<file path="config.mk">
export PLATFORM = sky130hd
export DESIGN_NAME = packet_rx_top
export DESIGN_NICKNAME = d
export VERILOG_FILES = /design/src/hdl/crc_pkg.sv /design/src/hdl/pkt_frame_pkg.sv /design/src/hdl/crc32_byte_engine.sv /design/src/hdl/frame_parser.sv /design/src/hdl/packet_rx_top.sv /design/src/hdl/packet_stats.sv
export SDC_FILE = /design/constraint.sdc
export NUM_CORES = 1
export LEC_CHECK = 0
export BUFFER_PORTS_ARGS = -buffer_cell sky130_fd_sc_hd__buf_2
export CORE_ASPECT_RATIO = 0.9
export CORE_MARGIN = 2
export CORE_UTILIZATION = 50
export DETAILED_ROUTE_END_ITERATION = 7
export PLACE_DENSITY = 0.71
export SYNTH_ARGS = -nofsm -noshare
export SYNTH_HDL_FRONTEND = slang
export SYNTH_SLANG_ARGS = --single-unit
</file>
<file path="constraint.sdc">
create_clock -name clk -period 6.5 [get_ports clk]
set_clock_uncertainty 0.05 [all_clocks]
set_input_delay 1.95 -clock clk [delete_from_list [all_inputs] [get_ports clk]]
set_output_delay 1.95 -clock clk [all_outputs]
set_load 0.02 [all_outputs]
</file>
<file path="src/hdl/crc_pkg.sv">
// CRC-32 definitions
package crc_pkg;

    // register and result width
    localparam int crc_width_c = 32;

    // generator polynomial, MSB first, non-reflected
    localparam logic [crc_width_c-1:0] crc_poly_c = 32'h04C11DB7;

    // seed loaded on the sync byte
    localparam logic [crc_width_c-1:0] crc_init_c = '1;

endpackage

</file>
<file path="src/hdl/pkt_frame_pkg.sv">
// Packet framing definitions
package pkt_frame_pkg;

    // framing bytes
    localparam logic [7:0] sync_byte_c = 8'h55;
    localparam logic [7:0] end_byte_c  = 8'hAA;

    // fixed field lengths in bytes
    localparam int header_len_c = 4;
    localparam int check_len_c  = 4;

    // longest payload accepted before abort
    localparam int max_payload_c = 64;

    // must hold 0 .. max_payload_c
    localparam int len_width_c = 7;

    // statistics counter width
    localparam int stat_width_c = 16;

    // parser states
    typedef enum logic [1:0] {
        st_idle    = 2'b00,
        st_header  = 2'b01,
        st_payload = 2'b10,
        st_check   = 2'b11
    } parse_state_e;

endpackage

</file>
<file path="src/hdl/crc32_byte_engine.sv">
// CRC-32 byte engine
`timescale 1ns/100ps

module crc32_byte_engine (
    input  logic                            clk,
    input  logic                            rst_n,
    input  logic                            crc_init,
    input  logic                            crc_update,
    input  logic [7:0]                      data_in,
    output logic [crc_pkg::crc_width_c-1:0] crc_value,
    output logic [crc_pkg::crc_width_c-1:0] crc_next
);
    import crc_pkg::*;

    // one byte through the LFSR, MSB of the data first
    function automatic logic [crc_width_c-1:0] crc_byte(
        input logic [crc_width_c-1:0] crc_in,
        input logic [7:0]             data
    );
        logic [crc_width_c-1:0] crc;
        logic                   feedback;
        crc = crc_in;
        for (int i = 7; i >= 0; i--) begin
            feedback = crc[crc_width_c-1] ^ data[i];
            crc      = {crc[crc_width_c-2:0], 1'b0};
            if (feedback) begin
                crc = crc ^ crc_poly_c;
            end
        end
        return crc;
    endfunction

    // look-ahead value, also used by the parser for capture and residue
    always_comb begin
        crc_next = crc_byte(crc_value, data_in);
    end

    // running register, init wins over update
    always_ff @(posedge clk or negedge rst_n) begin
        if (!rst_n) begin
            crc_value <= crc_init_c;
        end else if (crc_init) begin
            crc_value <= crc_init_c;
        end else if (crc_update) begin
            crc_value <= crc_next;
        end
    end

endmodule

</file>
<file path="src/hdl/frame_parser.sv">
// Packet framing parser
`timescale 1ns/100ps

module frame_parser (
    input  logic                                  clk,
    input  logic                                  rst_n,
    input  logic                                  data_valid,
    input  logic [7:0]                            data_in,
    input  logic [crc_pkg::crc_width_c-1:0]       crc_next,
    output logic                                  crc_init,
    output logic                                  crc_update,
    output logic                                  packet_done,
    output logic                                  packet_good,
    output logic                                  packet_drop,
    output logic [crc_pkg::crc_width_c-1:0]       crc_result,
    output logic [pkt_frame_pkg::len_width_c-1:0] payload_len
);
    import crc_pkg::*;
    import pkt_frame_pkg::*;

    parse_state_e state;

    // shared by header and check fields
    logic [$clog2(header_len_c > check_len_c ? header_len_c : check_len_c)-1:0] byte_cnt;
    logic                   cnt_last;
    logic [len_width_c-1:0] payload_cnt;

    // crc seen at the terminator, published on done
    logic [crc_width_c-1:0] crc_capt;

    always_comb begin
        if (state == st_check) begin
            cnt_last = (int'(byte_cnt) == check_len_c - 1);
        end else begin
            cnt_last = (int'(byte_cnt) == header_len_c - 1);
        end
    end

    // engine controls
    assign crc_init   = data_valid && (state == st_idle) && (data_in == sync_byte_c);
    assign crc_update = data_valid && (state != st_idle);

    always_ff @(posedge clk or negedge rst_n) begin
        if (!rst_n) begin
            state       <= st_idle;
            byte_cnt    <= '0;
            payload_cnt <= '0;
            packet_done <= 1'b0;
            packet_good <= 1'b0;
            packet_drop <= 1'b0;
            crc_result  <= '0;
            payload_len <= '0;
        end else begin
            // pulses by default
            packet_done <= 1'b0;
            packet_good <= 1'b0;
            packet_drop <= 1'b0;
            if (data_valid) begin
                case (state)
                    st_idle: begin
                        if (data_in == sync_byte_c) begin
                            state       <= st_header;
                            byte_cnt    <= '0;
                            payload_cnt <= '0;
                        end
                    end
                    st_header: begin
                        if (cnt_last) begin
                            state    <= st_payload;
                            byte_cnt <= '0;
                        end else begin
                            byte_cnt <= byte_cnt + 1'b1;
                        end
                    end
                    st_payload: begin
                        if (data_in == end_byte_c) begin
                            state <= st_check;
                        end else if (int'(payload_cnt) == max_payload_c) begin
                            // one byte too many, abort
                            packet_drop <= 1'b1;
                            state       <= st_idle;
                        end else begin
                            payload_cnt <= payload_cnt + 1'b1;
                        end
                    end
                    st_check: begin
                        if (cnt_last) begin
                            // zero residue after the check bytes means good
                            packet_done <= 1'b1;
                            packet_good <= (crc_next == '0);
                            crc_result  <= crc_capt;
                            payload_len <= payload_cnt;
                            byte_cnt    <= '0;
                            state       <= st_idle;
                        end else begin
                            byte_cnt <= byte_cnt + 1'b1;
                        end
                    end
                    default: begin
                        state <= st_idle;
                    end
                endcase
            end
        end
    end

    always_ff @(posedge clk) begin
        if (data_valid && (state == st_payload) && (data_in == end_byte_c)) begin
            crc_capt <= crc_next;
        end
    end

endmodule

</file>
<file path="src/hdl/packet_rx_top.sv">
// Packet receiver top level
`timescale 1ns/100ps

module packet_rx_top (
    input  logic                                   clk,
    input  logic                                   rst_n,
    input  logic                                   data_valid,
    input  logic [7:0]                             data_in,
    output logic                                   packet_done,
    output logic                                   packet_good,
    output logic                                   packet_drop,
    output logic [crc_pkg::crc_width_c-1:0]        crc_result,
    output logic [pkt_frame_pkg::len_width_c-1:0]  payload_len,
    output logic [pkt_frame_pkg::stat_width_c-1:0] good_count,
    output logic [pkt_frame_pkg::stat_width_c-1:0] bad_count,
    output logic [pkt_frame_pkg::stat_width_c-1:0] drop_count
);
    import crc_pkg::*;

    // parser to engine
    logic                   crc_init;
    logic                   crc_update;
    logic [crc_width_c-1:0] crc_next;

    frame_parser u_frame_parser (
        .clk         (clk),
        .rst_n       (rst_n),
        .data_valid  (data_valid),
        .data_in     (data_in),
        .crc_next    (crc_next),
        .crc_init    (crc_init),
        .crc_update  (crc_update),
        .packet_done (packet_done),
        .packet_good (packet_good),
        .packet_drop (packet_drop),
        .crc_result  (crc_result),
        .payload_len (payload_len)
    );

    // register value is only needed inside the engine
    crc32_byte_engine u_crc32_byte_engine (
        .clk        (clk),
        .rst_n      (rst_n),
        .crc_init   (crc_init),
        .crc_update (crc_update),
        .data_in    (data_in),
        .crc_value  (),
        .crc_next   (crc_next)
    );

    packet_stats u_packet_stats (
        .clk         (clk),
        .rst_n       (rst_n),
        .packet_done (packet_done),
        .packet_good (packet_good),
        .packet_drop (packet_drop),
        .good_count  (good_count),
        .bad_count   (bad_count),
        .drop_count  (drop_count)
    );

endmodule

</file>
<file path="src/hdl/packet_stats.sv">
// Packet statistics counters
`timescale 1ns/100ps

module packet_stats (
    input  logic                                   clk,
    input  logic                                   rst_n,
    input  logic                                   packet_done,
    input  logic                                   packet_good,
    input  logic                                   packet_drop,
    output logic [pkt_frame_pkg::stat_width_c-1:0] good_count,
    output logic [pkt_frame_pkg::stat_width_c-1:0] bad_count,
    output logic [pkt_frame_pkg::stat_width_c-1:0] drop_count
);
    import pkt_frame_pkg::*;

    // sticks at all ones
    function automatic logic [stat_width_c-1:0] sat_inc(
        input logic [stat_width_c-1:0] cnt
    );
        if (&cnt) begin
            return cnt;
        end
        return cnt + 1'b1;
    endfunction

    always_ff @(posedge clk or negedge rst_n) begin
        if (!rst_n) begin
            good_count <= '0;
            bad_count  <= '0;
            drop_count <= '0;
        end else begin
            if (packet_done && packet_good) begin
                good_count <= sat_inc(good_count);
            end
            // done without good is a crc failure
            if (packet_done && !packet_good) begin
                bad_count <= sat_inc(bad_count);
            end
            if (packet_drop) begin
                drop_count <= sat_inc(drop_count);
            end
        end
    end

endmodule

</file>
==> results.ini, run 1 <==
[global_route]
gr-total-overflow = 0
grt_antenna_before_repair = 0
grt_max_degree = 81
grt_util_all_layers_pct = 21.0
first_global_vias = 5105
grt_pass1_wl_um = 26200

[floorplanning]
die_y_um = 120
initial_utilization_pct = 51.1
core_um2 = 14700
pin_count = 101
dieArea_um2 = 16000
die_w_um = 133
placement_rows = 42

[setup_path]
nature_of_the_critical_path_startpoint = input pin
cp.arrival_ns = 4.10
worst_ep_required_time_ns = 6.72
rrSetupSlack_ns = 3.79
rr_endpoint = u_frame_parser.packet_good
end_kind = register
worstSetupPathType = input pin to register
register_to_register_path_depth = 7
worstReg2RegStart = u_crc32_byte_engine.crc_value[28]
critical_path_fanout_max = 38

[place]
hpwlAfterDp_um = 11300
place.gp.congestion = 0.879
numPortBuffers = 100
preCtsSetupSlack_ns = 2.20

[route]
detail_route.vias_per_cell = 5.24
route.detailed.drc = 0
num_vias = 5126
drtAntennaViolNets = 0
wire_per_inst_um = 16.2
detailedRoute.firstIterationViolations = 283
dr.pass1.iters = 5
routed_wirelength_um = 15900

[power]
vdd_ir_drop_max_v = 0.000315
total_leakage_power_nw = 4.04
powerDensity_nw_per_um2 = 557

[synth]
synthCells = 659
ys_seq_area_share_pct = 57.7
post_synth_num_cell_types = 53
syn_area_per_cell_um2 = 11.4
syn-num-nets = 677
yosysMostFrequentCell = sky130_fd_sc_hd__nand2_1
yosysWarningCount = 0
synth_async_sr_flop_share_pct = 80.6
edff_count_synth = 32
netlist_top_cells_area = sky130_fd_sc_hd__dfrtp_1 34%, sky130_fd_sc_hd__edfxtp_1 13%, sky130_fd_sc_hd__dfstp_2 11%
postSynth.topFlopCell = sky130_fd_sc_hd__dfrtp_1
synth_top_cells_by_count = 150 x sky130_fd_sc_hd__nand2_1, 101 x sky130_fd_sc_hd__dfrtp_1, 76 x sky130_fd_sc_hd__xnor2_1
mappedNetlistArea_um2 = 7500
yosys.area.top_type = sky130_fd_sc_hd__dfrtp_1
yosysTopAreaCellShare_pct = 33.7
synth-seq-cells = 165

[cts]
clock_latency_ns = 0.41
clock_sinks = 165
cts.root.buffer_cell = sky130_fd_sc_hd__clkbuf_16
ctsHoldBuffers = 0
cts.reportedPaths.clkPinSlew_ns = 0.06
cts_buffers = 17
post_cts_resized = 0
postCtsSetupRepairBufs = 0
tritoncts_clock_tree = yes
htreeDepth = 4
maximum_buffer_depth_of_the_clock_tree = 2

[worst_hold_path]
worst_hold_startpoint = u_frame_parser.crc_capt[14]
hold-path-endpoint = u_frame_parser.crc_result[14]
hold_path_depth = 2
hold_class = register to register

[sta]
relative_max_transition_margin_pct = 31.8
fin_ws_ns = 2.63
unrepaired_setup_endpoints_after_global_routing = no
maxClockFrequency_mhz = 258
hold_viol_final = 0
setup_tns_after_final_layout_ns = 0
max_slew.worst_pin.slew_ns = 1.02
final-max-slew-violation-count = 0
final_clock_period_utilization_by_the_worst_path_pct = 59.6
setup_viol_count_final = 0
finalCriticalPeriod_ns = 3.87

[final_layout]
drive_gt1_share_pct = 23.7
diodes = 0
finalNetCount = 785
areaGrowthSynthToFinish_pct = 17.1

[job]
max-cap-violations = 0

[outcome]
outcome = finished clean

## state kept, by name, indices dropped and copies added (netlist names)
name	cells
u_frame_parser.crc_result	32
u_packet_stats.good_count	16
u_frame_parser.packet_good	1
u_crc32_byte_engine.crc_value	32
u_frame_parser.state	2
u_packet_stats.drop_count	16
u_packet_stats.bad_count	16
u_frame_parser.payload_cnt	7
u_frame_parser.crc_capt	32
u_frame_parser.packet_done	1
u_frame_parser.packet_drop	1
u_frame_parser.byte_cnt	2
u_frame_parser.payload_len	7
## metrics by stage
step                instances  power, mW  instance area (um^2)  utilization, %  hold slack (ns)
floorplan                 659       3.32                  7500               -            0.365
global placement          946       3.96                  8250            56.2            0.372
detailed placement        946       4.01                  8250            56.2            0.377
CTS                       978       4.93                  8780            59.9            0.392
global route              978       5.21                  8780            59.9            0.403
finish                    978       4.89                  8780            59.9            0.387
## cell usage in the layout (no fill, tap or decap), types with 3 or more instances in the layout
cell type,n
sky130_fd_sc_hd__a21oi_1,9
sky130_fd_sc_hd__and2_1,5
sky130_fd_sc_hd__and3_1,6
sky130_fd_sc_hd__and4_1,4
sky130_fd_sc_hd__buf_2,99
sky130_fd_sc_hd__buf_4,7
sky130_fd_sc_hd__clkbuf_1,6
sky130_fd_sc_hd__clkbuf_16,17
sky130_fd_sc_hd__clkbuf_8,3
sky130_fd_sc_hd__dfrtp_1,101
sky130_fd_sc_hd__dfstp_2,32
sky130_fd_sc_hd__edfxtp_1,32
sky130_fd_sc_hd__ha_1,7
sky130_fd_sc_hd__inv_1,12
sky130_fd_sc_hd__mux2_2,3
sky130_fd_sc_hd__nand2_1,150
sky130_fd_sc_hd__nand2b_1,6
sky130_fd_sc_hd__nand3_1,24
sky130_fd_sc_hd__nand3b_1,3
sky130_fd_sc_hd__nand4_1,18
sky130_fd_sc_hd__nor2_1,26
sky130_fd_sc_hd__nor2b_1,3
sky130_fd_sc_hd__nor3_1,5
sky130_fd_sc_hd__o21a_1,3
sky130_fd_sc_hd__o21ai_0,11
sky130_fd_sc_hd__o22a_1,28
sky130_fd_sc_hd__or3_1,6
sky130_fd_sc_hd__xnor2_1,76
sky130_fd_sc_hd__xnor2_2,6
sky130_fd_sc_hd__xor2_1,30
sky130_fd_sc_hd__xor2_2,3
## worst max-delay path: stages
cell and delay [ns]:
sky130_fd_sc_hd__buf_2 0.14, sky130_fd_sc_hd__or2b_1 0.26, sky130_fd_sc_hd__o41ai_2 0.30, sky130_fd_sc_hd__buf_4 0.43, sky130_fd_sc_hd__nand2b_1 0.23, sky130_fd_sc_hd__a21oi_1 0.37, sky130_fd_sc_hd__nand4_1 0.18, sky130_fd_sc_hd__xor2_1 0.16
sky130_fd_sc_hd__nor2_1 0.05
## how the worst max path moves through the flow
stage,from,endpoint,slack (ns),cells past startpoint
floorplan,data_in[0],u_frame_parser.crc_capt[0],1.33,3
global placement,data_in[1],u_frame_parser.packet_good,2.28,8
detailed placement,data_in[1],u_frame_parser.packet_good,2.20,8
CTS,data_in[1],u_frame_parser.packet_good,2.62,8
global route,data_in[1],u_frame_parser.packet_good,2.46,8
finish,data_in[4],u_frame_parser.payload_cnt[6],2.63,9
## per-layer routing
metal | GRT usage, % | routed length, um
met1 | 28.7 | 7430
met2 | 34.1 | 7520
met3 | 5.24 | 757
met4 | 5.31 | 170
met5 | 0 | 0
## layout make-up
cell class	count	area [um^2]
Fill cell	1225	5880
Sequential cell	165	4330
Multi-Input combinational cell	465	3080
Timing Repair Buffer	106	548
Clock buffer	26	489
Tap cell	198	248
Clock inverter	6	46.3
Inverter	12	45.0
## power breakdown
group	total [mW]	switching [mW]	internal (mW)
Clock	0.911	0.390	0.521
Sequential	1.72	0.201	1.52
Combinational	2.26	1.38	0.875
Total	4.89	1.97	2.92
## cells by family (layout without fill, tap and decap cells)
| group | after synthesis | after routing | synth area share (%) |
|---|---|---|---|
| buffers and inverters | 29 | 150 | 1.45 |
| AOI/OAI and AO/OA | 67 | 67 | 6.76 |
| adders and majority gates | 7 | 7 | 1.17 |
| and+or+nand+nor | 268 | 268 | 16.5 |
| muxes | 4 | 4 | 0.584 |
| DFF | 165 | 165 | 57.7 |
| xor gates and xnor gates | 119 | 119 | 15.8 |
No activity file was read; power rests on OpenSTA's default activity.
==> inputs of run 2 (changes only) <==
Settings changed: PLACE_DENSITY 0.71 to 0.74.
Clock period 6.5 ns to 3.1 ns, I/O delays scaled along.
==> run 2 against run 1 <==
  * Cell count grew 2.4%
  * Die area is the same
  * Final area grew 3.4%
  * Largest cell class unchanged
  * Highest routed layer unchanged
==> results.ini, run 2 (synthesis results as in run 1) <==
[worst_hold_path]
hold_class = register to register
hold-path-endpoint = u_frame_parser.crc_result[8]
worst_hold_startpoint = u_frame_parser.crc_capt[8]
hold_path_depth = 2  ; unchanged

[setup_path]
end_kind = register
rr_endpoint = u_frame_parser.packet_good
worstReg2RegStart = u_crc32_byte_engine.crc_value[28]
critical_path_fanout_max = 8  ; -79%
cp.arrival_ns = 2.97  ; -1.13 ns
nature_of_the_critical_path_startpoint = input pin
worst_ep_required_time_ns = 3.36  ; -3.36 ns
register_to_register_path_depth = 7  ; unchanged
rrSetupSlack_ns = 0.59  ; -3.20 ns
worstSetupPathType = input pin to register

[sta]
max_slew.worst_pin.slew_ns = 0.701  ; -0.321 ns
hold_viol_final = 0  ; unchanged
worst_slack_on_hold_paths_ns = 0.389  ; +0.00164 ns
unrepaired_setup_endpoints_after_global_routing = no
final_clock_period_utilization_by_the_worst_path_pct = 87.2
setup_viol_count_final = 0  ; unchanged
finalCriticalPeriod_ns = 2.70
relative_max_transition_margin_pct = 53.0  ; +21 points
final-max-slew-violation-count = 0  ; unchanged
setup_tns_after_final_layout_ns = 0  ; unchanged
maxClockFrequency_mhz = 370

[cts]
cts_buffers = 17  ; unchanged
htreeDepth = 4  ; unchanged
postCtsSetupRepairBufs = 0  ; unchanged
cts.root.buffer_cell = sky130_fd_sc_hd__clkbuf_16
cts.reportedPaths.clkPinSlew_ns = 0.07  ; about the same
clock_sinks = 165  ; unchanged
clock_latency_ns = 0.42  ; about the same
tritoncts_clock_tree = yes
post_cts_resized = 0  ; unchanged
ctsHoldBuffers = 0  ; unchanged
maximum_buffer_depth_of_the_clock_tree = 2  ; unchanged

[power]
total_leakage_power_nw = 4.21  ; +4.4%
powerDensity_nw_per_um2 = 1220  ; +120%
vdd_ir_drop_max_v = 0.000588  ; +87%

[final_layout]
final_common_cell = sky130_fd_sc_hd__nand2_1
layout_common_cells = 150 x sky130_fd_sc_hd__nand2_1, 101 x sky130_fd_sc_hd__dfrtp_1, 99 x sky130_fd_sc_hd__buf_2
finalNetCount = 808  ; +2.9%
diodes = 0  ; unchanged
drive_gt1_share_pct = 26.5  ; +2.8 points
areaGrowthSynthToFinish_pct = 21.1
final_cells = 1001  ; +2.4%
layout_top_registers = u_crc32_byte_engine.crc_value (32), u_frame_parser.crc_capt (32), u_frame_parser.crc_result (32)

[place]
place.gp.congestion = 0.908  ; +3.4%
hpwlAfterDp_um = 11900  ; +5.2%
numPortBuffers = 100  ; unchanged
post-place-cells = 969  ; +2.4%

[route]
detail_route.vias_per_cell = 5.23  ; -0.26%
detailedRoute.firstIterationViolations = 367  ; +30%
route.detailed.drc = 0  ; unchanged
dr.pass1.iters = 4  ; -1
routed_wirelength_um = 16500  ; +3.7%
num_vias = 5233  ; +2.1%
drtAntennaViolNets = 0  ; unchanged
wire_per_inst_um = 16.5  ; +1.4%

[floorplanning]
core_um2 = 14700  ; unchanged
placement_rows = 42  ; unchanged
initial_utilization_pct = 51.1  ; unchanged
pin_count = 101  ; unchanged
die_y_um = 120  ; unchanged
dieArea_um2 = 16000  ; unchanged
die_w_um = 133  ; unchanged

[global_route]
gr-total-overflow = 0  ; unchanged
grt_antenna_before_repair = 0  ; unchanged
grt_pass1_wl_um = 27600  ; +5.6%
grt_max_degree = 55  ; -32%
grt_util_all_layers_pct = 22.2  ; +1.2 points
first_global_vias = 5377  ; +5.3%

[outcome]
outcome = finished clean

[job]
max-cap-violations = 0  ; unchanged

==> run 2: worst max path at each step <==
| stage | start | endpoint | slack [ns] |
|---|---|---|---|
| 4_1_cts | data_in[5] | u_frame_parser.packet_good | 0.45 |
| 3_5_place_dp | data_in[5] | u_frame_parser.packet_good | 0.001 |
| 3_3_place_gp | data_in[5] | u_frame_parser.packet_good | 0.09 |
| 2_1_floorplan | data_in[7] | u_frame_parser.packet_good | 0.34 |
| 6_report | data_in[5] | u_frame_parser.packet_good | 0.40 |
| 5_1_grt | data_in[5] | u_frame_parser.packet_good | 0.30 |
==> run 2: area by class of cell <==
type,count,area [um^2]
clock buffers,19,454
clock inverters,13,164
fillers,1174,5580
inverters,12,45.0
multi-input cells,465,3080
flip-flops and latches,165,4330
well taps,198,248
repair buffers,129,758
==> run 2: where the power goes <==
| group | internal, mW | switching (mW) |
|---|---|---|
| combinational | 2.31 | 2.99 |
| clock | 1.26 | 0.908 |
| sequential | 3.19 | 0.428 |
| total | 6.76 | 4.33 |
==> run 2: per-layer routing <==
layer / part of all wire [%] / vias to the layer above / global-route usage [%]
met1: 46 / 2573 / 30.7
li1: - / 2513 / -
met5: 0 / - / 0
met2: 46 / 127 / 35.1
met3: 5.4 / 20 / 5.32
met4: 1.7 / 0 / 6.92
==> run 2: critical path: stages <==
cell                       delay (ns)
sky130_fd_sc_hd__buf_2           0.14
sky130_fd_sc_hd__xnor2_4         0.41
sky130_fd_sc_hd__xor2_2          0.37
sky130_fd_sc_hd__xnor2_1         0.15
sky130_fd_sc_hd__or3_1           0.36
sky130_fd_sc_hd__nor3_1          0.19
sky130_fd_sc_hd__nand3_1         0.11
sky130_fd_sc_hd__nor4bb_1        0.31
==> run 2: through the flow <==
step | utilization, % | setup slack, ns | area (um^2) | total power [mW]
floorplan | - | 0.343 | 7510 | 6.96
global placement | 57.7 | 0.0898 | 8460 | 8.90
global route | 61.9 | 0.300 | 9080 | 11.8
CTS | 61.9 | 0.446 | 9080 | 11.2
detailed placement | 57.7 | 0.00112 | 8460 | 8.96
finish | 61.9 | 0.397 | 9080 | 11.1
